[config.mk]
export PLATFORM = sky130hd
export DESIGN_NAME = wb_cycle_master_flat
export DESIGN_NICKNAME = d
export VERILOG_FILES = /design/src/logic/spi_bridge_pkg.sv /design/src/logic/bridge_ifs.sv /design/src/logic/wb_cycle_master.sv /design/src/flat_wrapper.sv
export SDC_FILE = /design/constraint.sdc
export NUM_CORES = 1
export LEC_CHECK = 0
export BUFFER_PORTS_ARGS = -buffer_cell sky130_fd_sc_hd__buf_2
export CAP_MARGIN = 10
export CORE_MARGIN = 5
export CORE_UTILIZATION = 30
export CTS_CLUSTER_SIZE = 30
export DETAILED_ROUTE_END_ITERATION = 8
export GPL_TIMING_DRIVEN = 0
export HOLD_SLACK_MARGIN = 0.08
export PLACE_DENSITY_LB_ADDON = 0.2
export SETUP_SLACK_MARGIN = 0.4
export SYNTH_ARGS = -nofsm -noshare
export SYNTH_HDL_FRONTEND = slang
export SYNTH_SLANG_ARGS = --single-unit
[constraint.sdc]
create_clock -name clock -period 2.21 [get_ports clock]
set_input_delay 0.3315 -clock clock [delete_from_list [all_inputs] [get_ports clock]]
set_output_delay 0.3315 -clock clock [all_outputs]
set_load 0.1 [all_outputs]
[src/logic/spi_bridge_pkg.sv]
package spi_bridge_pkg;

    // Bus widths seen by the bridge and the memory
    localparam int ADDR_WIDTH = 20;
    localparam int DATA_WIDTH = 8;

    // Opcode in bits 7..6 of the command byte
    typedef enum logic [1:0] {
        OP_WRITE_AT  = 2'd0,  // Cmd, addr hi, addr lo, data
        OP_READ_AT   = 2'd1,  // Cmd, addr hi, addr lo
        OP_READ_NEXT = 2'd2,  // Cmd only, last address + 1
        OP_RESERVED  = 2'd3   // Rest of frame ignored
    } spi_op_e;

endpackage

[src/logic/bridge_ifs.sv]


// One bus request at a time, fields held until done
interface bus_req_if;
    logic                                  req;    // Single-cycle pulse
    logic [spi_bridge_pkg::ADDR_WIDTH-1:0] addr;
    logic [spi_bridge_pkg::DATA_WIDTH-1:0] wdata;
    logic                                  we;
    logic                                  done;   // Single-cycle pulse
    logic [spi_bridge_pkg::DATA_WIDTH-1:0] rdata;  // Valid with done

    modport requester (
        output req, addr, wdata, we,
        input  done, rdata
    );

    modport responder (
        input  req, addr, wdata, we,
        output done, rdata
    );
endinterface

[src/logic/wb_cycle_master.sv]
`timescale 1ns/1ps

module wb_cycle_master (
    input  logic                                  clock,
    input  logic                                  rst_i,
    bus_req_if.responder                          bus,
    input  logic                                  abort_i,   // Frame ended
    output logic                                  wb_cyc_o,
    output logic                                  wb_we_o,
    output logic [spi_bridge_pkg::ADDR_WIDTH-1:0] wb_adr_o,
    output logic [spi_bridge_pkg::DATA_WIDTH-1:0] wb_dat_o,
    input  logic [spi_bridge_pkg::DATA_WIDTH-1:0] wb_dat_i,
    input  logic                                  wb_ack_i
);
    logic                                  cyc_q;
    logic                                  we_q;
    logic                                  done_q;
    logic [spi_bridge_pkg::ADDR_WIDTH-1:0] adr_q;
    logic [spi_bridge_pkg::DATA_WIDTH-1:0] dat_w_q;
    logic [spi_bridge_pkg::DATA_WIDTH-1:0] dat_r_q;

    always_ff @(posedge clock) begin
        if (rst_i) begin
            cyc_q  <= 1'b0;
            we_q   <= 1'b0;
            done_q <= 1'b0;
        end else begin
            done_q <= 1'b0;
            if (abort_i) begin
                cyc_q <= 1'b0;   // No done on abort
            end else if (cyc_q && wb_ack_i) begin
                cyc_q  <= 1'b0;
                done_q <= 1'b1;
            end else if (bus.req) begin
                cyc_q <= 1'b1;
                we_q  <= bus.we;
            end
        end
    end

    always_ff @(posedge clock) begin
        if (bus.req && !cyc_q) begin
            adr_q   <= bus.addr;
            dat_w_q <= bus.wdata;
        end
        if (cyc_q && wb_ack_i) begin
            dat_r_q <= wb_dat_i;   // Read data valid with ack
        end
    end

    assign wb_cyc_o  = cyc_q;
    assign wb_we_o   = we_q;
    assign wb_adr_o  = adr_q;
    assign wb_dat_o  = dat_w_q;
    assign bus.done  = done_q;
    assign bus.rdata = dat_r_q;
endmodule

[src/flat_wrapper.sv]
// flat-port wrapper written by rule: the top's interface ports become plain ports
module wb_cycle_master_flat 
  (clock, rst_i, abort_i, wb_cyc_o, wb_we_o, wb_adr_o, wb_dat_o, wb_dat_i, wb_ack_i, bus_req, bus_addr, bus_wdata, bus_we, bus_done, bus_rdata);
  bus_req_if bus_i ();
  input  logic clock;
  input  logic rst_i;
  input  logic abort_i;
  output logic wb_cyc_o;
  output logic wb_we_o;
  output logic [spi_bridge_pkg::ADDR_WIDTH-1:0] wb_adr_o;
  output logic [spi_bridge_pkg::DATA_WIDTH-1:0] wb_dat_o;
  input  logic [spi_bridge_pkg::DATA_WIDTH-1:0] wb_dat_i;
  input  logic wb_ack_i;
  input wire logic [$bits(bus_i.req)-1:0] bus_req;
  input wire logic [$bits(bus_i.addr)-1:0] bus_addr;
  input wire logic [$bits(bus_i.wdata)-1:0] bus_wdata;
  input wire logic [$bits(bus_i.we)-1:0] bus_we;
  output wire logic [$bits(bus_i.done)-1:0] bus_done;
  output wire logic [$bits(bus_i.rdata)-1:0] bus_rdata;
  assign bus_i.req = bus_req;
  assign bus_i.addr = bus_addr;
  assign bus_i.wdata = bus_wdata;
  assign bus_i.we = bus_we;
  assign bus_done = bus_i.done;
  assign bus_rdata = bus_i.rdata;
  wb_cycle_master u_core (.clock(clock), .rst_i(rst_i), .bus(bus_i), .abort_i(abort_i), .wb_cyc_o(wb_cyc_o), .wb_we_o(wb_we_o), .wb_adr_o(wb_adr_o), .wb_dat_o(wb_dat_o), .wb_dat_i(wb_dat_i), .wb_ack_i(wb_ack_i));
endmodule
# Word-level counts from Yosys, hierarchy flattened
# Cells that the tools add are included.
[word_totals] regBits=39 latch_bits=0 ramBits=0 rom_bits=0 inputBits=42 wordCells=15 n_memories=0
[op_classes] add_sub_neg=0 n_mul=0 div_mod_pow=0 order_cmp=0 eq_ne=0 shift=0 mux=1 bitwise_logic=2 reduce_logical=6
[ops] operator="AND reduction 3 bit" n=1
[ops] operator="OR reduction 3 bit" n=1
[ops] operator="logical AND 1 bit" n=2
[ops] operator="inverter 1 bit" n=2
[ops] operator="OR reduction 2 bit" n=1
[ops] operator="zero test 1 bit" n=1
[ops] operator="two-way mux 1 bit" n=1

# Longest topological paths before layout
# Gate-level depths: netlist of the first run.
[logic_depth] ltp_word=3 mapped_depth=3

# Worst setup path after synthesis of the first run
# No wires, ideal clock.
[synth_timing] path_kind="reg-to-reg" from="reg u_core.cyc_q, in the netlist u_core.wb_cyc_o" to="reg u_core.adr_q, in the netlist u_core.wb_adr_o[0] (enable)" t_arrival_ns=2.089 path_slack_ns=-0.295 path_stages_with_launch=2 period_less_slack_ns=2.505 cell_sequence="dfxtp_1 > nor2b_1"
[synth_between] elab_chain_len=2
[synth_lines] item="start: declaration" line="wb_cycle_master.sv:15" text="logic cyc_q;"
[synth_lines] item="start signal: assignment" line="wb_cycle_master.sv:24" text="cyc_q <= 1'b0;"
[synth_lines] item="start signal: assignment" line="wb_cycle_master.sv:30" text="cyc_q <= 1'b0;"
[synth_lines] item="start signal: assignment" line="wb_cycle_master.sv:32" text="cyc_q <= 1'b0;"
[synth_lines] item="zero test 1 bit" line="wb_cycle_master.sv:42" text="if (bus.req && !cyc_q) begin"
[synth_lines] item="logical AND 1 bit" line="wb_cycle_master.sv:42"
[synth_lines] item="end signal: assignment" line="wb_cycle_master.sv:43" text="adr_q <= bus.addr;"
[synth_lines] item="end: declaration" line="wb_cycle_master.sv:18" text="logic [spi_bridge_pkg::ADDR_WIDTH-1:0] adr_q;"
# Every way passes these cells.
# A chain may end at the register's enable or synchronous reset.

# Final worst setup path of the first run
[layout_timing] from="reg u_core.cyc_q, in the netlist u_core.wb_cyc_o" to="out wb_cyc_o"
[layout_rtl] item="end: declaration" line="flat_wrapper.sv:8" text="output logic wb_cyc_o;"
# No word-level cell between the ends.

==> results of run 1 <==
## sequential cells by signal (all words and copies together) (netlist names)
register and flops:
u_core.wb_cyc_o 1, u_core.bus.rdata 8, u_core.wb_we_o 1, u_core.wb_dat_o 8, u_core.wb_adr_o 20, u_core.bus.done 1
## cells by family (layout without fill, tap and decap cells)
family,Yosys count,count (layout)
flip-flops,39,39
AND/OR/NAND/NOR,7,7
AO/OA/AOI/OAI,2,2
buffers and inverters,1,88
## worst paths after layout
path / to / depth (start not counted) / slack [ns]
setup / recovery: wb_cyc_o / 1 / 0.70
hold / removal: u_core.wb_adr_o[14] / 1 / 0.22
setup reg to reg: u_core.wb_dat_o[6] / 1 / 0.86
hold reg to reg: u_core.bus.done / 2 / 0.56
## power breakdown
part	leakage [nW]	switching, W	internal [W]	total, W
combinational	0.351	0.000292	0.0000514	0.000343
clock	0.0414	0.000220	0.000210	0.000429
sequential	0.368	0.00000891	0.000849	0.000858
## per-stage QoR
step,util,worst slack [ns],cell area [um^2]
floorplan,-,0.473,1210
global route,0.444,0.637,1750
detailed placement,0.424,0.720,1670
global placement,0.424,0.754,1670
finish,0.444,0.697,1750
CTS,0.444,0.676,1750
## per-layer routing
layer  part of all wire  vias to the layer above  track usage
met5                  0                        -            0
met4              0.028                        0       0.0724
met3               0.10                        6       0.0424
met2               0.53                       41        0.169
met1               0.34                      342       0.0963
li1                   -                      361            -
## Yosys cell counts
| library cell | instances |
|---|---|
| sky130_fd_sc_hd__a21bo_1 | 1 |
| sky130_fd_sc_hd__a21oi_2 | 1 |
| sky130_fd_sc_hd__dfxtp_1 | 3 |
| sky130_fd_sc_hd__edfxtp_1 | 36 |
| sky130_fd_sc_hd__inv_1 | 1 |
| sky130_fd_sc_hd__nand2_2 | 1 |
| sky130_fd_sc_hd__nand3_1 | 1 |
| sky130_fd_sc_hd__nor2_1 | 1 |
| sky130_fd_sc_hd__nor2b_1 | 2 |
| sky130_fd_sc_hd__nor3_1 | 1 |
| sky130_fd_sc_hd__nor4_1 | 1 |
## final cells by class
type,count,area [um^2]
fillers,374,2190
flip-flops and latches,39,1140
repair buffers,80,400
clock buffers,5,68.8
multi-input cells,9,65.1
well taps,50,62.6
clock inverters,2,8.76
inverters,1,3.75
==> results.md, run 1 <==
Outcome:
- The run finished with clean final reports.

Global route:
- The total grt overflow is 0.
- The number of antenna violations at the first check in global routing was 0.
- Entering global routing, the biggest net connects 29 pins.
- The global-route usage over all layers is 0.0999.
- The via count of the first global-routing pass is 802.
- The first global-routing pass estimated 3820 um of wire.

Synthesis:
- Of the synthesized area, sequential elements account for 0.949.
- By area, the combinational part of the netlist is dominated by simple AND/OR/NAND/NOR gates.
- Of the total synthesized cell area, the portion taken by XOR and XNOR cells is 0.
- The number of nets handed over by synthesis was 91.
- A synthesized cell averages 24.5 um^2.
- Of the total synthesized cell area, the portion taken by AND, OR, NAND and NOR gates is 0.0323.
- By area the synthesized netlist is led by sky130_fd_sc_hd__edfxtp_1, sky130_fd_sc_hd__dfxtp_1, sky130_fd_sc_hd__nor2b_1.
- The netlist area before placement is 1200 um^2.
- The biggest area contributor in the post-synthesis netlist is sky130_fd_sc_hd__edfxtp_1.
- The share of the synthesized area in the top cell type is 0.899.
- The count of state elements after synthesis is 39.
- Of the total synthesized cell area, the portion taken by full adders, half adders and majority gates is 0.
- The number of different library cells in the post-synthesis netlist is 11.
- After synthesis, the share of cell area in mux cells is 0.
- The gate count of the mapped netlist is 49.
- The total number of yosys warnings is 0.
- The area fraction in compound gates after synthesis was 0.0156.

Clock tree:
- Once the clock tree was built, the setup fixing pass inserted 0 buffers.
- The clock tree from TritonCTS is built.
- The post-CTS clock slew at the launch and capture registers of the worst setup and hold paths is 0.07 ns.
- The cts-stage hold buffer count is 0.
- The number of gates resized after CTS is 0.
- The maximum count of clock buffers along a single path is 2.
- CTS placed an instance of sky130_fd_sc_hd__clkbuf_8 at the clock tree root.
- The CTS buffer count is 5.
- The H-tree generated during clock tree synthesis spans 2 levels.
- Clock latency on the worst-skew pair, taken at its later pin, is 0.28 ns.
- CTS saw 39 sinks.

Timing:
- Across the routed clock network, the largest skew measured is 0.00107 ns.
- The part of the cycle the worst path needs is 0.685.
- Setup violations remaining at the end of the flow were counted as 0.
- The headroom to the max-slew limit is 0.505.
- The transition time at the pin with the least slew margin is 0.740 ns.
- For this run, the top clock speed supported by timing is 0.661 GHz.
- The number of endpoints with negative hold slack in the final report was 0.
- Setup repair after global routing left no endpoint under its margin.
- Across all hold checks on the routed design, the worst slack comes to 0.221 ns.
- The setup TNS is 0 ns.
- After layout, the minimum clock period comes to 1.51 ns.
- The number of slew-limit violations in the final report is 0.

Layout:
- The final cell count without fillers is 186.
- The library cell used most frequently in the layout, excluding fill and tap cells, is sky130_fd_sc_hd__buf_2.
- The final-stage net count is 178.
- 0 antenna diodes ended up in the layout.
- Of the cells placed in the final design, the portion with a size suffix greater than 1 is 0.654.
- In the layout the commonest cells are sky130_fd_sc_hd__buf_2, sky130_fd_sc_hd__edfxtp_1, sky130_fd_sc_hd__clkbuf_8.
- From synthesis to final layout, the design area changed by 45.6%.

Drt:
- Dividing the detail-routed wire length by the instance count gives 14.2 um.
- The count of nets left with antenna violations once routing finished came out at 0.
- The count of TritonRoute iterations in the first routing pass is 4.
- In this run, the number of DRC markers left after iteration 0 of detailed routing was 48.
- The via density per instance is 4.03.
- The detailed-route via count is 750.
- The post-detailed-route DRC marker count is 0.
- The wire length reported by the detailed router is 2640 um.

Pwr:
- The overall power consumption is 0.00163 W.
- The worst vdd rail ir drop is 0.419 mV.
- The static power due to leakage is 0.760 nW.
- The total power per unit cell area is 932 nW/um^2.

Critical path:
- Together, buffers and inverters on the worst path number 1.
- The highest net fanout along the worst path is 4.
- The startpoint type of the worst setup path is a flop.
- The slowest stage of the critical path is the sky130_fd_sc_hd__buf_2 cell.
- STA puts the critical path data arrival time at 1.18 ns.
- For this run, the slowest stage of the critical path takes 0.47 ns.
- Among cell families on the critical path, the largest total delay comes from buffers and inverters.
- In this run the critical register-to-register path is launched from u_core.wb_cyc_o.
- Walking the worst path, the cells encountered are buf_2.
- The worst setup path category is flop to output pin.
- The most critical setup path has its startpoint at u_core.wb_cyc_o.
- STA puts the critical path data required time at 1.88 ns.
- The type of element capturing the critical path is an output pin.

Min path:
- The min-delay analysis places its worst path in the category primary input to flop.
- The launch instance of the worst min-delay path is bus_addr[14].

Placed design:
- The number of placed instances, taps included, is 179.
- The count of buffers added on input and output ports is 80.
- Once detailed placement completed, the half-perimeter wirelength came to 2090 um.
- Routability-driven placement finished with a final weighted congestion of 0.681.

Floorplan:
- The overall die width is 73.3 um.
- The initial utilization of the core area, before any placement, comes to 0.305.
- For this design the top-level I/O count stands at 81.
- The standard cell core area is 3940 um^2.
- The die height is 73.3 um.
- The total number of placement rows is 23.
- The die covers 5370 um^2.

Flow run:
- The max-capacitance violation count is 0.
Power figures use the tool's default switching activity.
==> inputs of run 2 (changes only) <==
clock period = 1.3 ns   (was 2.21 ns; I/O delays follow)
==> run 2 against run 1 <==
Net effect: clock power increased to 2.7 times the previous value; critical path depth unchanged; first-iteration DRC count decreased by 69%; non-clock buffer count up 35; hold slack got worse by 0.13 ns; final cell count grew 20%; wire length is 18% higher; design area up 42%; critical endpoint is now wb_dat_o[1]; largest cell class unchanged; largest power group unchanged; highest routed layer unchanged.
==> results.md, run 2 (synthesized netlist as in run 1, its figures left out) <==
Pwr:
- The power share of the combinational group is 0.226 (was 0.211).
- The total power per unit cell area came to 1370 nW/um^2 (was 932 nW/um^2).
- The worst vdd rail ir drop is 0.759 mV (was 0.419 mV).
- The overall power consumption is 0.00341 W (was 0.00163 W).
- The internal power is 0.00246 W (was 0.00111 W).
- The portion of total power attributed to the clock network is 0.341 (was 0.263).
- The switching power share of the total is 0.278 (was 0.319).
- The static power due to leakage is 1.04 nW (was 0.760 nW).
- The net load switching power is 0.000947 W (was 0.000521 W).
- The sequential cell fraction of total power was 0.432 (was 0.526).

Critical path:
- The longest individual stage delay on the worst path came to 0.39 ns (was 0.47 ns).
- The highest net fanout along the worst path was 1 (was 4).
- The number of buffer and inverter instances along the worst setup path came to 1 (unchanged).
- The required time at the endpoint of the critical path is 1.11 ns (was 1.88 ns).
- The number of cells on the critical path is 1 (unchanged).
- Series of cell instances along the critical path: buf_6 (was buf_2).
- The worst setup path category is flop to output pin (unchanged).
- The arrival time of the worst setup path is 0.88 ns (was 1.18 ns).
- The startpoint type of the worst setup path was a flop (unchanged).
- The worst reg-to-reg path cell count came to 3 (was 1).
- The worst-case register-to-register setup slack was 0.23 ns (was 0.86 ns).
- The top cell family by delay on the critical path is flip-flops (was buffers and inverters).
- The critical path's slowest cell is sky130_fd_sc_hd__edfxtp_1 (was sky130_fd_sc_hd__buf_2).
- The type of element capturing the critical path is an output pin (unchanged).

Layout:
- The number of antenna diodes is 0 (unchanged).
- The final cell count without fillers was 223 (was 186).
- The number of flip-flops under the largest register name is 20 (unchanged).
- The share of post-route cells with drive strength above 1 was 0.590 (was 0.654).
- Highest-count cells in the layout ignoring fill and taps: sky130_fd_sc_hd__buf_2, sky130_fd_sc_hd__buf_6, sky130_fd_sc_hd__edfxtp_1 (was sky130_fd_sc_hd__buf_2, sky130_fd_sc_hd__edfxtp_1, sky130_fd_sc_hd__clkbuf_8).
- The final-stage net count is 214 (was 178).
- The number of fill cells in the layout was 321 (was 374).
- The leading cell type in the layout, fill and taps excluded is sky130_fd_sc_hd__buf_2 (unchanged).
- The final cell area excluding filler cells is 2480 um^2 (was 1750 um^2).
- The synthesis-to-layout area growth is 106% (was 45.6%).

Flow run:
- The max-capacitance violation count is 0 (unchanged).

Drt:
- The iteration-0 DRC count of the detailed router was 15 (was 48).
- The detailed-route via count is 906 (was 750).
- The detailed-route wire length per cell is 14.0 um (was 14.2 um).
- The count of nets left with antenna violations after detail routing came to 0 (unchanged).
- The count of TritonRoute iterations in the first routing pass was 4 (unchanged).
- The wire length reported by the detailed router came to 3130 um (was 2640 um).
- The via density per instance is 4.06 (was 4.03).
- The post-detailed-route DRC marker count is 0 (unchanged).

Clock tree:
- The clock latency of the later-clocked register in the worst-skew pair is 0.28 ns (about the same).
- The H-tree depth reported by CTS is 2 (unchanged).
- The post-CTS clock slew at the launch and capture registers of the worst setup and hold paths is 0.08 ns (was 0.07 ns).
- The sink count of the clock tree is 39 (unchanged).
- The CTS buffer count is 5 (unchanged).
- The maximum count of clock buffers along a single path is 2 (unchanged).
- The clock tree from TritonCTS is built (unchanged).
- The root buffer selected by CTS is sky130_fd_sc_hd__clkbuf_8 (unchanged).

Min path:
- The class of the worst hold path is primary input to flop (unchanged).
- The number of cells traversed by the worst hold path is 1 (unchanged).

Timing:
- The setup TNS was 0 ns (unchanged).
- The headroom to the max-slew limit is 0.860 (was 0.505).
- The transition time at the pin with the least slew margin is 0.210 ns (was 0.740 ns).
- The number of endpoints with negative hold slack in the final report is 0 (unchanged).
- The final worst clock skew is 0.00585 ns (was 0.00107 ns).
- The top achievable clock speed is 0.929 GHz.
- The time the worst path needs with I/O delays and setup is 1.08 ns.
- The number of slew-limit violations in the final report was 0 (unchanged).
- Unrepaired setup endpoints after global routing: true (was false).
- Of the available clock period, the critical path in the final layout requires 0.828.
- The count of final setup violators is 0 (unchanged).

Global route:
- The total grt overflow came to 0 (unchanged).
- The via count of the first global-routing pass is 888 (was 802).
- The global-route usage over all layers came to 0.108 (was 0.0999).
- The wire length of the first global-routing pass came to 4170 um (was 3820 um).
- The number of antenna violations at the first check in global routing is 0 (unchanged).
- The pin count of the biggest net entering global routing came to 15 (was 29).

Floorplan:
- The total number of placement rows was 23 (unchanged).
- The die height was 73.3 um (unchanged).
- The area of the die is 5370 um^2 (unchanged).
- The standard cell core area is 3940 um^2 (unchanged).
- The initial core utilization is 0.305 (unchanged).
- The overall die width came to 73.3 um (unchanged).
- The number of placed I/O pins is 81 (unchanged).

Placed design:
- The count of input and output buffers is 80 (unchanged).
- The HPWL after detailed placement was 2050 um (was 2090 um).
- The number of cells after detailed placement is 179 (unchanged).
- The cell area after placement is 1680 um^2 (was 1670 um^2).
- The global placer's final weighted congestion came to 0.709 (was 0.681).

Outcome:
- Status: finished, final reports clean (unchanged).
-- run 2: cell types whose count changed in the layout (fill, tap and decap cells not counted), sizes merged --
cell | before | now
inv | 1 | 0
bufinv | 0 | 2
nor2b | 2 | 3
buf | 80 | 85
clkinv | 2 | 1
dlygate4sd3 | 0 | 30
clkbuf | 5 | 6
-- run 2: cell type report --
class	instances	area [um^2]	area share
clock buffer	6	72.6	0.0292
multi-input combinational	10	87.6	0.0353
sequential	39	1150	0.463
timing repair buffer	115	1040	0.419
inverter	1	8.76	0.00353
tap	50	62.6	0.0252
clock inverter	2	60.1	0.0242
-- run 2: path summary, 6_finish.rpt --
check / startpoint / endpoint
worst max-delay path: u_core.wb_dat_o[1] / wb_dat_o[1]
worst max register to register: u_core.wb_cyc_o / u_core.wb_adr_o[6]
worst min register to register: u_core.wb_cyc_o / u_core.bus.done
worst min-delay path: bus_addr[9] / u_core.wb_adr_o[9]
-- run 2: power groups by stage --
stage,logic [W],clock network (W),registers [W]
5_1_grt,0.000797,0.00124,0.00148
4_1_cts,0.000720,0.00118,0.00147
3_3_place_gp,0.000584,0,0.00148
2_1_floorplan,0.0000297,0,0.00192
3_5_place_dp,0.000591,0,0.00148
6_report,0.000771,0.00116,0.00147
-- run 2: repair_timing --
| item | in CTS | in global routing |
|---|---|---|
| endpoints found under the setup margin | 67 | 77 |
| buffers inserted | 4 | 1 |
| gates cloned | 1 | 0 |
| pin swaps | 0 | 0 |
| hold buffers | 10 | 20 |
| gates resized for setup | 86 | 5 |
| hold endpoints to repair | 10 | 20 |
-- run 2: metal layers --
layer | vias up | routed length (um) | track usage
met1 | 424 | 1030 | 0.110
met3 | 2 | 288 | 0.0492
li1 | 437 | - | -
met4 | 0 | 31 | 0.0362
met5 | - | 0 | 0
met2 | 43 | 1780 | 0.194
-- run 2: stage by stage --
step	hold WS (ns)	setup WS [ns]	util
floorplan	0.248	-0.0307	-
global route	0.0801	0.189	0.630
CTS	0.0800	0.208	0.573
global placement	0.373	-0.0368	0.427
detailed placement	0.373	-0.0570	0.427
finish	0.0884	0.223	0.630
