--- src/logic/spi_bridge_pkg.sv ---
package spi_bridge_pkg;

    // Bus widths seen by the bridge and the memory
    localparam int ADDR_WIDTH = 20;
    localparam int DATA_WIDTH = 8;

    // Opcode in bits 7..6 of the command byte
    typedef enum logic [1:0] {
        OP_WRITE_AT  = 2'd0,  // Cmd, addr hi, addr lo, data
        OP_READ_AT   = 2'd1,  // Cmd, addr hi, addr lo
        OP_READ_NEXT = 2'd2,  // Cmd only, last address + 1
        OP_RESERVED  = 2'd3   // Rest of frame ignored
    } spi_op_e;

endpackage

--- src/logic/bridge_ifs.sv ---
`timescale 1ns/1ps

// Byte stream between the pin front end and the command decoder
interface spi_byte_if;
    logic                                  frame_start;   // CS fell
    logic                                  frame_end;     // CS rose
    logic                                  frame_active;  // CS low
    logic                                  rx_valid;
    logic [spi_bridge_pkg::DATA_WIDTH-1:0] rx_byte;
    logic                                  tx_load;       // Next byte out is tx_byte
    logic [spi_bridge_pkg::DATA_WIDTH-1:0] tx_byte;

    modport producer (
        output frame_start, frame_end, frame_active, rx_valid, rx_byte,
        input  tx_load, tx_byte
    );

    modport consumer (
        input  frame_start, frame_end, frame_active, rx_valid, rx_byte,
        output tx_load, tx_byte
    );
endinterface


--- src/logic/spi_sync_shifter.sv ---
`timescale 1ns/1ps

module spi_sync_shifter (
    input  logic         clock,
    input  logic         rst_i,
    input  logic         spi_sck_i,
    input  logic         spi_cs_ni,
    input  logic         spi_pico_i,
    output logic         spi_poci_o,
    spi_byte_if.producer bytes
);
    localparam int W  = spi_bridge_pkg::DATA_WIDTH;
    localparam int CW = $clog2(W);

    logic [1:0]    sck_sync;   // Bit 1 is the second stage
    logic [1:0]    cs_sync;
    logic [1:0]    pico_sync;
    logic          sck_d;      // Previous synchronized level
    logic          cs_d;
    logic          sck_rise;
    logic          sck_fall;
    logic          cs_fall;
    logic          cs_rise;
    logic [CW-1:0] bit_cnt;
    logic          rx_valid_q;
    logic [W-1:0]  rx_shift;
    logic [W-1:0]  tx_shift;
    logic          poci_q;

    always_ff @(posedge clock) begin
        if (rst_i) begin
            sck_sync  <= 2'b00;
            cs_sync   <= 2'b11;   // Deselected
            pico_sync <= 2'b00;
            sck_d     <= 1'b0;
            cs_d      <= 1'b1;
        end else begin
            sck_sync  <= {sck_sync[0], spi_sck_i};
            cs_sync   <= {cs_sync[0], spi_cs_ni};
            pico_sync <= {pico_sync[0], spi_pico_i};
            sck_d     <= sck_sync[1];
            cs_d      <= cs_sync[1];
        end
    end

    // SCK edges only count while selected
    assign sck_rise = sck_sync[1] & ~sck_d & ~cs_sync[1];
    assign sck_fall = ~sck_sync[1] & sck_d & ~cs_sync[1];
    assign cs_fall  = ~cs_sync[1] & cs_d;
    assign cs_rise  = cs_sync[1] & ~cs_d;

    always_ff @(posedge clock) begin
        if (rst_i) begin
            bit_cnt    <= '0;
            rx_valid_q <= 1'b0;
            tx_shift   <= '0;
            poci_q     <= 1'b0;
        end else begin
            rx_valid_q <= 1'b0;
            if (cs_fall || cs_rise) begin
                bit_cnt  <= '0;
                tx_shift <= '0;
                poci_q   <= 1'b0;
            end else begin
                if (sck_rise) begin
                    bit_cnt <= bit_cnt + 1'b1;
                    if (bit_cnt == CW'(W - 1)) begin
                        rx_valid_q <= 1'b1;   // Eighth bit in
                    end
                end
                if (bytes.tx_load) begin
                    poci_q   <= bytes.tx_byte[W-1];   // MSB ready before first rise
                    tx_shift <= {bytes.tx_byte[W-2:0], 1'b0};
                end else if (sck_fall && bit_cnt != '0) begin
                    // Falling edge that closes a byte leaves POCI alone
                    poci_q   <= tx_shift[W-1];
                    tx_shift <= {tx_shift[W-2:0], 1'b0};
                end
            end
        end
    end

    always_ff @(posedge clock) begin
        if (sck_rise) begin
            rx_shift <= {rx_shift[W-2:0], pico_sync[1]};   // MSB first
        end
    end

    assign bytes.frame_start  = cs_fall;
    assign bytes.frame_end    = cs_rise;
    assign bytes.frame_active = ~cs_sync[1];
    assign bytes.rx_valid     = rx_valid_q;
    assign bytes.rx_byte      = rx_shift;
    assign spi_poci_o         = poci_q;
endmodule

--- src/flat_wrapper.sv ---
// flat-port wrapper written by rule: the top's interface ports become plain ports
module spi_sync_shifter_flat 
  (clock, rst_i, spi_sck_i, spi_cs_ni, spi_pico_i, spi_poci_o, bytes_frame_start, bytes_frame_end, bytes_frame_active, bytes_rx_valid, bytes_rx_byte, bytes_tx_load, bytes_tx_byte);
  spi_byte_if bytes_i ();
  input  logic clock;
  input  logic rst_i;
  input  logic spi_sck_i;
  input  logic spi_cs_ni;
  input  logic spi_pico_i;
  output logic spi_poci_o;
  output wire logic [$bits(bytes_i.frame_start)-1:0] bytes_frame_start;
  output wire logic [$bits(bytes_i.frame_end)-1:0] bytes_frame_end;
  output wire logic [$bits(bytes_i.frame_active)-1:0] bytes_frame_active;
  output wire logic [$bits(bytes_i.rx_valid)-1:0] bytes_rx_valid;
  output wire logic [$bits(bytes_i.rx_byte)-1:0] bytes_rx_byte;
  input wire logic [$bits(bytes_i.tx_load)-1:0] bytes_tx_load;
  input wire logic [$bits(bytes_i.tx_byte)-1:0] bytes_tx_byte;
  assign bytes_frame_start = bytes_i.frame_start;
  assign bytes_frame_end = bytes_i.frame_end;
  assign bytes_frame_active = bytes_i.frame_active;
  assign bytes_rx_valid = bytes_i.rx_valid;
  assign bytes_rx_byte = bytes_i.rx_byte;
  assign bytes_i.tx_load = bytes_tx_load;
  assign bytes_i.tx_byte = bytes_tx_byte;
  spi_sync_shifter u_core (.clock(clock), .rst_i(rst_i), .spi_sck_i(spi_sck_i), .spi_cs_ni(spi_cs_ni), .spi_pico_i(spi_pico_i), .spi_poci_o(spi_poci_o), .bytes(bytes_i));
endmodule
--- config.mk ---
export PLATFORM = sky130hd
export DESIGN_NAME = spi_sync_shifter_flat
export DESIGN_NICKNAME = d
export VERILOG_FILES = /design/src/logic/spi_bridge_pkg.sv /design/src/logic/bridge_ifs.sv /design/src/logic/spi_sync_shifter.sv /design/src/flat_wrapper.sv
export SDC_FILE = /design/constraint.sdc
export NUM_CORES = 1
export LEC_CHECK = 0
export CAP_MARGIN = 20
export CORE_MARGIN = 5
export CORE_UTILIZATION = 57
export CTS_CLUSTER_SIZE = 20
export DETAILED_ROUTE_END_ITERATION = 10
export DONT_BUFFER_PORTS = 1
export PLACE_DENSITY = 0.72
export SLEW_MARGIN = 20
export SYNTH_ARGS = -nofsm -noshare
export SYNTH_HDL_FRONTEND = slang
export SYNTH_SLANG_ARGS = --single-unit
--- constraint.sdc ---
create_clock -name clock -period 2.05 [get_ports clock]
set_clock_uncertainty 0.2 [all_clocks]
set_input_delay 0.3075 -clock clock [delete_from_list [all_inputs] [get_ports clock]]
set_output_delay 0.3075 -clock clock [all_outputs]
set_load 0.01 [all_outputs]
# Yosys cells after proc, flatten, opt, wreduce, memory -nomap -nowiden
# Cells that the tools add are included.
[classes]
addsub = 1
n_eq_ne = 1
n_mux = 5
bitwise_logic = 11
n_reduce_logical = 6
[op_table]
columns = ["op", "n"]
rows = [
  ["two-way mux 8 bit", 2],
  ["AND 1 bit", 6],
  ["NOT 1 bit", 5],
  ["adder 3 x 1 -> 3 bit (second input constant)", 1],
  ["== test 3 bit (second input constant)", 1],
  ["two-way mux 1 bit", 3],
  ["nonzero test 3 bit", 1],
  ["OR reduction 3 bit", 1],
  ["nonzero test 2 bit", 1],
  ["OR reduction 2 bit", 1],
  ["logical AND 1 bit", 1],
  ["logical OR 1 bit", 1],
]
[totals]
register_bits = 28
output_inout_bits = 13

# Depth between registers and ports, before layout
# Gate-level depths: netlist of the first run.
[depth]
depth_word = 6
ltp_mapped = 6

# Worst setup path before layout of the first run
# Ideal clock, no wire load.
[synth_timing]
path_kind = "reg-to-reg"
from = "register u_core.bit_cnt[0]"
to = "register u_core.tx_shift[1]"
setup_time_ns = 0.128
t_arrival_ns = 1.180
t_required_ns = 1.722
slack_ns = 0.542
stages_incl_launch_ff = 7
period_less_slack_ns = 1.508
cell_sequence = "dfxtp_1 > inv_1 > ha_1 > nor2b_1 > clkbuf_2 > o311ai_1 > a21oi_1"
[synth_via]
elab_chain_len = 3
[synth_rtl]
columns = ["element", "line", "text"]
rows = [
  ["start: declaration", "spi_sync_shifter.sv:24", "logic [CW-1:0] bit_cnt;"],
  ["start signal: assignment", "spi_sync_shifter.sv:66", "bit_cnt <= bit_cnt + 1'b1;"],
  ["nonzero test 3 bit", "spi_sync_shifter.sv:74", "end else if (sck_fall && bit_cnt != '0) begin"],
  ["logical AND 1 bit", "spi_sync_shifter.sv:74", ""],
  ["nonzero test 2 bit (no line)", "--", ""],
  ["end signal: assignment", "spi_sync_shifter.sv:73", "tx_shift <= {bytes.tx_byte[W-2:0], 1'b0};"],
  ["end signal: assignment", "spi_sync_shifter.sv:77", "tx_shift <= {tx_shift[W-2:0], 1'b0};"],
  ["end: declaration", "spi_sync_shifter.sv:27", "logic [W-1:0] tx_shift;"],
]
# Every way passes these cells.
# A chain may end at the register's enable or synchronous reset.

# Worst setup path after layout of the first run
[layout_timing]
from = "register u_core.cs_sync[1]"
to = "output bytes_frame_start"
[layout_via]
elab_chain_len = 2
[layout_rtl]
columns = ["element", "line", "text"]
rows = [
  ["start: declaration", "spi_sync_shifter.sv:16", "logic [1:0] cs_sync;"],
  ["start signal: assignment", "spi_sync_shifter.sv:39", "cs_sync <= {cs_sync[0], spi_cs_ni};"],
  ["NOT 1 bit", "--", ""],
  ["named net bytes_frame_active", "flat_wrapper.sv:13", "output wire logic [$bits(bytes_i.frame_active)-1:0] bytes_frame_active;"],
  ["AND 1 bit", "spi_sync_shifter.sv:49", "assign cs_fall = ~cs_sync[1] & cs_d;"],
  ["end: declaration", "flat_wrapper.sv:11", "output wire logic [$bits(bytes_i.frame_start)-1:0] bytes_frame_start;"],
]
# The timed path passes the listed nets, and every way through them passes these cells.

==> flow_metrics.tcl, run 1 <==
set metrics [dict create \
    drcViolationCount 0 \
    worstHoldStart "bytes_tx_load" \
    worstMarginPinSlew_ps 556.2 \
    start_kind "register" \
    first_global_vias 722 \
    rows 16 \
    r2r-end "u_core.tx_shift[2]$_SDFFE_PP0P_" \
    finalSetupViolCount 0 \
    outcome "complete, no violations" \
    ys_seq_area_share_pct 56.57 \
    n_antenna_cell 0 \
    cts_buffers 3 \
    r2r_cells 5 \
    cts_sinks 28 \
    fp.dieArea_mm2 0.002978 \
    vias 750 \
    yosysTopAreaCellShare_pct 35.36 \
    grt_max_degree 16 \
    power.total_w 0.0008923 \
    r2r_slack_ps 300 \
    synth_cell_types 22 \
    cts_tree "built" \
    ant_nets 0 \
    irDropWorstVdd_uv 656.0 \
    ys.flop_type "dfxtp_1" \
    power_frac_seq_pct 67.4 \
    drtIter0Drc 11 \
    slew_headroom_pct 62.84 \
    avgRoutedWirePerCell_um 15.16 \
    worst_hold_slack_ps 55.34 \
    clk_latency_ps 320 \
    fp.dieW_um 54.57 \
    syn_inst 97 \
    cts_resized 0 \
    p_sw_share_pct 22.10 \
    drv_cap 0 \
    antenna_found_initial 0 \
    io_buffers 0 \
    dp_hpwl_um 1332 \
    final_util_pct 67.06 \
    ys_warn_count 0 \
    async_reset_ff_share_pct 0 \
    h-tree-depth 1 \
    crit_path_max_fanout 13 \
    setup_tns_ps 0 \
    multiInputGateArea_um2 405.4 \
    clk_pin_slew_ps 150 \
    finalHoldViolCount 0 \
    p_leak_nw 0.4932 \
    synth_most_common_cell "dfxtp_1" \
    fin_ws_ps 138.0 \
    io_pins 27 \
    hold_path.class "input pin to register" \
    holdPathEnd "u_core.tx_shift[4]$_SDFFE_PP0P_" \
    crit_required_ps 1540 \
    core_area_mm2 0.001922 \
    syn2layout_area_growth_pct 13.81 \
    cts_hold_repair.buffers 13 \
    synth.area.top_cells "dfxtp_1 (35%), edfxtp_1 (21%), ha_1 (5.5%)" \
    seq_area_um2 640.6 \
    synth.avg_cell_area_um2 11.67 \
    r2r_start "u_core.bit_cnt[0]$_SDFFE_PP0P_" \
    min_delay_path_depth 2 \
    gr-total-overflow 0 \
    clockBufferDepth 2 \
    synth_nets 116 \
    ys_top_cells_by_count "dfxtp_1 (20), inv_1 (12), edfxtp_1 (8)" \
    drive_gt1_share_pct 8.333 \
    p_comb_share_pct 7.7 \
    wl_um 2047 \
    synth-seq-cells 28 \
    period_needed_ps 1912 \
    yosysTopAreaCell "dfxtp_1" \
    synth-edff-count 8 \
    cts_root_buffer "clkbuf_4" \
    nets 128 \
    grt_pass1_wl_um 3277 \
    synth_area_mm2 0.001132 \
    grt_usage_pct 15.40 \
    dr.pass1.iters 4 \
    critPathKind "register to primary output" \
    p_sw_w 0.0001972 \
    achievable-frequency_ghz 0.5230 \
    clkPwrFrac_pct 24.9 \
    arrival_ps 1400 \
    gp_congestion 0.8167 \
    maxSlewViolCount 0 \
    p_int_w 0.0006951 \
    viasPerCell 5.556 \
    rsz0062_at_grt "no" \
    dp_slack_ps 305.9 \
    start_util_pct 58.92 \
    end_kind "primary output" \
    postCtsSetupBuffers 0 \
    die_h_um 54.57 \
    period_share_pct 93.27 \
    fillers 165 \
    p_per_area_mw_per_mm2 692.4 \
]
[worst max-delay path: stages (launching register included)]
cell and delay, ps:
dfxtp_1 640, inv_1 180, ha_1 260
[area by class of cell]
type                       count  share of cell area, %
clock buffer                   3                  1.748
clock inverter                 1                 0.2913
inverter                      12                  3.495
multi-input combinational     50                  31.46
sequential                    28                  49.71
tap                           27                  2.621
timing repair buffer          14                  10.68
[layout by cell type (no fill, tap or decap), drive strengths merged]
master	synthesis	layout
dfxtp	20	20
dlygate4sd3	0	13
inv	12	12
edfxtp	8	8
o31ai	7	7
a41oi	7	7
a221oi	7	7
nor2b	6	6
ha	5	5
nor2	4	4
nand2b	3	3
or2	3	3
clkbuf	2	3
mux2i	2	2
nor3b	1	1
o311ai	1	1
nand2	1	1
a21oi	1	1
xnor2	1	1
and4b	1	1
clkinv	0	1
buf	5	1
[how the worst max path moves through the flow]
stage | startpoint | cells past startpoint | to
global placement | u_core.cs_sync[1]$_SDFF_PP1_ | 3 | u_core.tx_shift[7]$_SDFFE_PP0P_
floorplan | u_core.bit_cnt[0]$_SDFFE_PP0P_ | 6 | u_core.tx_shift[1]$_SDFFE_PP0P_
CTS | u_core.cs_sync[1]$_SDFF_PP1_ | 2 | bytes_frame_start
global route | u_core.cs_sync[1]$_SDFF_PP1_ | 2 | bytes_frame_start
finish | u_core.cs_sync[1]$_SDFF_PP1_ | 2 | bytes_frame_start
detailed placement | u_core.bit_cnt[0]$_SDFFE_PP0P_ | 5 | u_core.tx_shift[6]$_SDFFE_PP0P_
[stage by stage]
| stage | cells | area [µm²] |
|---|---|---|
| 2_1_floorplan | 97 | 1132 |
| 3_3_place_gp | 118 | 1132 |
| 3_5_place_dp | 118 | 1132 |
| 4_1_cts | 135 | 1289 |
| 5_1_grt | 135 | 1289 |
| 6_report | 135 | 1289 |
[routing by layer]
metal,up-vias,global-route usage (%),routed length (µm)
met5,-,0,0
met4,0,6.224,14
met3,2,3.542,86
met2,15,25.90,1027
met1,362,18.90,918
li1,371,-,-
[power groups by stage]
stage               clock, W  sequential, W  combinational, W
finish              0.000222       0.000601         0.0000689
floorplan                  0       0.000607         0.0000474
detailed placement         0       0.000614         0.0000450
CTS                 0.000228       0.000601         0.0000685
global route        0.000250       0.000603         0.0000776
global placement           0       0.000612         0.0000433
[flip-flops by register name, indices dropped and copies added, names as in the netlist]
| name | flops |
|---|---|
| u_core.cs_d | 1 |
| u_core.tx_shift | 7 |
| u_core.bit_cnt | 3 |
| u_core.bytes.rx_byte | 8 |
| u_core.bytes.rx_valid | 1 |
| u_core.cs_sync | 2 |
| u_core.spi_poci_o | 1 |
| u_core.pico_sync | 2 |
| u_core.sck_sync | 2 |
| u_core.sck_d | 1 |
[logic make-up after synthesis]
| logic type | Yosys count | synth area share [%] |
|---|---|---|
| adder cells (fa/ha/maj) | 5 | 5.525 |
| multiplexers | 2 | 1.768 |
| buffers and inverters | 19 | 7.624 |
| flip-flops | 28 | 56.57 |
| AND/OR/NAND/NOR | 19 | 11.05 |
| XOR/XNOR | 1 | 0.7736 |
| AO/OA/AOI/OAI | 23 | 16.68 |
Note: power is estimated with default switching activity, not from simulation.
==> run 2, diff against run 1 <==
Settings changed: REMOVE_ABC_BUFFERS set to 1.
==> flow_metrics.tcl, run 2 (synthesized netlist as in run 1, its figures left out) <==
set metrics [dict create \
    outcome "complete, no violations" \
    vias 760 \
    gr-total-overflow 0 \
    p_leak_nw 0.5068 \
    min_delay_path_depth 2 \
    final_util_pct 68.49 \
    critPathKind "register to register" \
    dr.pass1.iters 4 \
    finalSetupViolCount 0 \
    io_buffers 0 \
    drcViolationCount 0 \
    period_needed_ps 1743 \
    largest_reg_flops 8 \
    rows 16 \
    h-tree-depth 1 \
    ant_nets 0 \
    rsz0062_at_grt "no" \
    power.total_w 0.001020 \
    syn2layout_area_growth_pct 16.24 \
    gp_congestion 0.7183 \
    worstMarginPinSlew_ps 568.3 \
    fp.dieW_um 54.57 \
    crit_required_ps 2090 \
    p_per_area_mw_per_mm2 775.0 \
    crit_start "u_core.bit_cnt[0]$_SDFFE_PP0P_" \
    cts_root_buffer "clkbuf_4" \
    hold_path.class "input pin to register" \
    core_area_mm2 0.001922 \
    irDropWorstVdd_uv 646.7 \
    drv_cap 0 \
    first_global_vias 691 \
    start_kind "register" \
    grt_max_degree 17 \
    final_common_cell "dfxtp_1" \
    start_util_pct 58.92 \
    grt_usage_pct 14.16 \
    n_antenna_cell 0 \
    cts_buffers 3 \
    r2r_start "u_core.bit_cnt[0]$_SDFFE_PP0P_" \
    r2r-end "u_core.tx_shift[2]$_SDFFE_PP0P_" \
    layout_common_cells "dfxtp_1 (19), dlygate4sd3_1 (13), inv_1 (12)" \
    viasPerCell 5.630 \
    dp_hpwl_um 1290 \
    finalHoldViolCount 0 \
    io_pins 27 \
    setup_tns_ps 0 \
    postCtsSetupBuffers 0 \
    cts_sinks 28 \
    wl_um 1939 \
    cts_tree "built" \
    nets 128 \
    maxSlewViolCount 0 \
    drtIter0Drc 7 \
    arrival_ps 1780 \
    r2r_cells 5 \
    clk_pin_slew_ps 140 \
    endpoint "u_core.tx_shift[2]$_SDFFE_PP0P_" \
    period_share_pct 85.01 \
    clockBufferDepth 2 \
    fp.dieArea_mm2 0.002978 \
    antenna_found_initial 0 \
    achievable-frequency_ghz 0.5738 \
    r2r_slack_ps 310 \
    place_area_mm2 0.001132 \
    slew_headroom_pct 62.03 \
    die_h_um 54.57 \
    clk_latency_ps 320 \
    drive_gt1_share_pct 10.19 \
    design_area_mm2 0.001316 \
    avgRoutedWirePerCell_um 14.36 \
    crit_path_max_fanout 8 \
    grt_pass1_wl_um 3022 \
    end_kind "register" \
    dp_slack_ps 336.6 \
    fin_ws_ps 307.3 \
    fillers 157 \
]
[run 2: cell type report]
| cell class | count | area [µm²] | share of cell area, % |
|---|---|---|---|
| well taps | 27 | 33.78 | 2.567 |
| clock buffers | 3 | 22.52 | 1.711 |
| multi-input cells | 50 | 405.4 | 30.80 |
| flip-flops and latches | 28 | 641.9 | 48.76 |
| inverters | 12 | 45.04 | 3.422 |
| repair buffers | 14 | 137.6 | 10.46 |
| clock inverters | 1 | 30.03 | 2.281 |
[run 2: power by group]
group / switching, W / internal, W / total (W)
Sequential: 0.0000148 / 0.000586 / 0.000601
Combinational: 0.0000301 / 0.0000379 / 0.0000680
Clock: 0.000154 / 0.000198 / 0.000351
[run 2: repair_timing]
| item | CTS | global route |
|---|---|---|
| resized for setup | 0 | 1 |
| setup endpoints to repair | 0 | 1 |
| endpoints found under the hold margin | 17 | 0 |
| hold buffers | 13 | 0 |
[run 2: per-layer routing]
metal  GRT usage, %  vias up  part of all wire, %
met5              0        -                    0
met4          6.224        0                 0.67
met3          3.270        2                  5.6
met2          22.91       21                   47
met1          17.92      364                   46
li1               -      373                    -
[run 2: per-stage QoR]
stage | hold WS [ps] | instances
after floorplan | 179.1 | 90
after global placement | 181.1 | 118
after detailed placement | 182.0 | 118
after CTS | 44.99 | 135
after global routing | 56.47 | 135
final | 54.43 | 135
[run 2: critical path, cell delays in order (launching register included)]
cell      delay [ps]
dfxtp_1          360
inv_1             60
ha_1             150
nor2b_1          480
o31ai_1          170
a221oi_1         240
[run 2: worst min path at each step]
stage                                           end     startpoint  slack (ps)
floorplan            u_core.pico_sync[0]$_SDFF_PP0_          rst_i         180
global placement      u_core.sck_sync[0]$_SDFF_PP0_          rst_i         180
detailed placement    u_core.sck_sync[0]$_SDFF_PP0_          rst_i         180
CTS                 u_core.tx_shift[7]$_SDFFE_PP0P_  bytes_tx_load          40
global route        u_core.tx_shift[6]$_SDFFE_PP0P_  bytes_tx_load          60
finish              u_core.tx_shift[7]$_SDFFE_PP0P_  bytes_tx_load          50
==> run 3, diff against run 2 <==
Settings changed: CORE_UTILIZATION 57 to 59, PLACE_DENSITY 0.72 to 0.75.
==> flow_metrics.tcl, run 3 (synthesized netlist as in run 1, its figures left out) <==
set metrics [dict create \
    outcome "complete, no violations" \
    end_kind "primary output" \
    avgRoutedWirePerCell_um 16.26 \
    p_per_area_mw_per_mm2 780.4 \
    r2r_start "u_core.bit_cnt[0]$_SDFFE_PP0P_" \
    p_leak_nw 0.5058 \
    nets 128 \
    core_area_mm2 0.001783 \
    fillers 120 \
    cts_sinks 28 \
    drive_gt1_share_pct 9.259 \
    endpoint "bytes_frame_start" \
    n_antenna_cell 0 \
    achievable-frequency_ghz 0.5183 \
    dr.pass1.iters 4 \
    largest_reg_flops 8 \
    io_pins 27 \
    io_buffers 0 \
    crit_chain "inv_1 -> ha_1" \
    rsz0062_at_grt "no" \
    cts_tree "built" \
    fp.dieArea_mm2 0.002896 \
    dp_slack_ps 279.8 \
    slew_headroom_pct 61.34 \
    critPathKind "register to primary output" \
    crit_required_ps 1540 \
    maxSlewViolCount 0 \
    ant_nets 0 \
    drcViolationCount 0 \
    period_share_pct 94.11 \
    die_h_um 53.81 \
    cp_slowest_cell "dfxtp_1" \
    worstMarginPinSlew_ps 578.7 \
    drv_cap 0 \
    fin_ws_ps 120.8 \
    finalHoldViolCount 0 \
    cp.depth 2 \
    gr-total-overflow 0 \
    crit_buf_inv 1 \
    final_common_cell "dfxtp_1" \
    gp_congestion 0.7918 \
    period_needed_ps 1929 \
    r2r_slack_ps 220 \
    start_util_pct 63.51 \
    seq_area_um2 640.6 \
    cts_root_buffer "clkbuf_4" \
    setup_tns_ps 0 \
    r2r_cells 5 \
    viasPerCell 5.985 \
    vias 796 \
    start_kind "register" \
    hold_path.class "input pin to register" \
    syn2layout_area_growth_pct 15.91 \
    cts_buffers 3 \
    clk_latency_ps 330 \
    fp.dieW_um 53.81 \
    grt_usage_pct 17.26 \
    finalSetupViolCount 0 \
    crit_start "u_core.cs_sync[1]$_SDFF_PP1_" \
    irDropWorstVdd_uv 633.7 \
    multiInputGateArea_um2 405.4 \
    wl_um 2162 \
    grt_pass1_wl_um 3498 \
    antenna_found_initial 0 \
    drtIter0Drc 15 \
    dp_hpwl_um 1390 \
    critPathTopFamily "flip-flops" \
    r2r-end "u_core.tx_shift[6]$_SDFFE_PP0P_" \
    rows 15 \
    layout_common_cells "dfxtp_1 (20), dlygate4sd3_1 (13), inv_1 (12)" \
    arrival_ps 1420 \
    grt_max_degree 17 \
    max_stage_delay_ps 650 \
    cts_resized 0 \
    first_global_vias 751 \
    h-tree-depth 1 \
    clockBufferDepth 2 \
    clk_pin_slew_ps 140 \
    crit_path_max_fanout 13 \
]
-- run 3: how the worst min path moves through the flow --
stage                        startpoint                               to  slack [ps]  cells past startpoint
final                     bytes_tx_load  u_core.tx_shift[7]$_SDFFE_PP0P_          40                      2
after global routing      bytes_tx_load  u_core.tx_shift[3]$_SDFFE_PP0P_          30                      2
after CTS                 bytes_tx_load  u_core.tx_shift[3]$_SDFFE_PP0P_          40                      2
after detailed placement          rst_i    u_core.sck_sync[1]$_SDFF_PP0_         180                      1
after global placement            rst_i          u_core.sck_d$_SDFF_PP0_         180                      1
after floorplan                   rst_i   u_core.pico_sync[0]$_SDFF_PP0_         180                      1
-- run 3: through the flow --
step	util (%)	instance area, µm²	hold WS, ps	power (W)	cells
6_report	73.61	1313	44.70	0.001024	133
5_1_grt	73.61	1313	32.62	0.001073	133
4_1_cts	73.61	1313	41.96	0.001032	133
3_5_place_dp	63.37	1130	181.9	0.0006581	116
3_3_place_gp	63.37	1130	180.5	0.0006557	116
2_1_floorplan	-	1091	179.1	0.0006464	90
-- run 3: report_power, final --
part / total [W] / internal [W] / switching, W
Sequential: 0.000601 / 0.000586 / 0.0000154
Clock: 0.000353 / 0.000198 / 0.000155
Combinational: 0.0000698 / 0.0000379 / 0.0000319
Total: 0.00102 / 0.000822 / 0.000203
-- run 3: layout make-up --
| type | count | area share, % |
|---|---|---|
| clock buffer | 3 | 1.716 |
| clock inverter | 1 | 2.288 |
| inverter | 12 | 3.432 |
| multi-input combinational | 50 | 30.89 |
| sequential | 28 | 48.81 |
| tap | 25 | 2.383 |
| timing repair buffer | 14 | 10.49 |
-- run 3: routing by layer --
metal	vias to the layer above	global-route usage (%)	wire length [µm]
met5	-	0	0
met4	0	5.106	52
met3	6	6.371	189
met2	39	31.25	1096
met1	379	18.43	823
li1	372	-	-
-- run 3: repair_timing --
action | CTS | global route
setup buffers | 0 | 0
hold buffers | 13 | 0
endpoints found under the hold margin | 17 | 0
-- run 3: worst register-to-register path, cell delays in order, from the launching register on --
cell and delay, ps:
dfxtp_1 360, inv_1 60, ha_1 150, nor2b_1 490, o31ai_1 170, a221oi_1 310
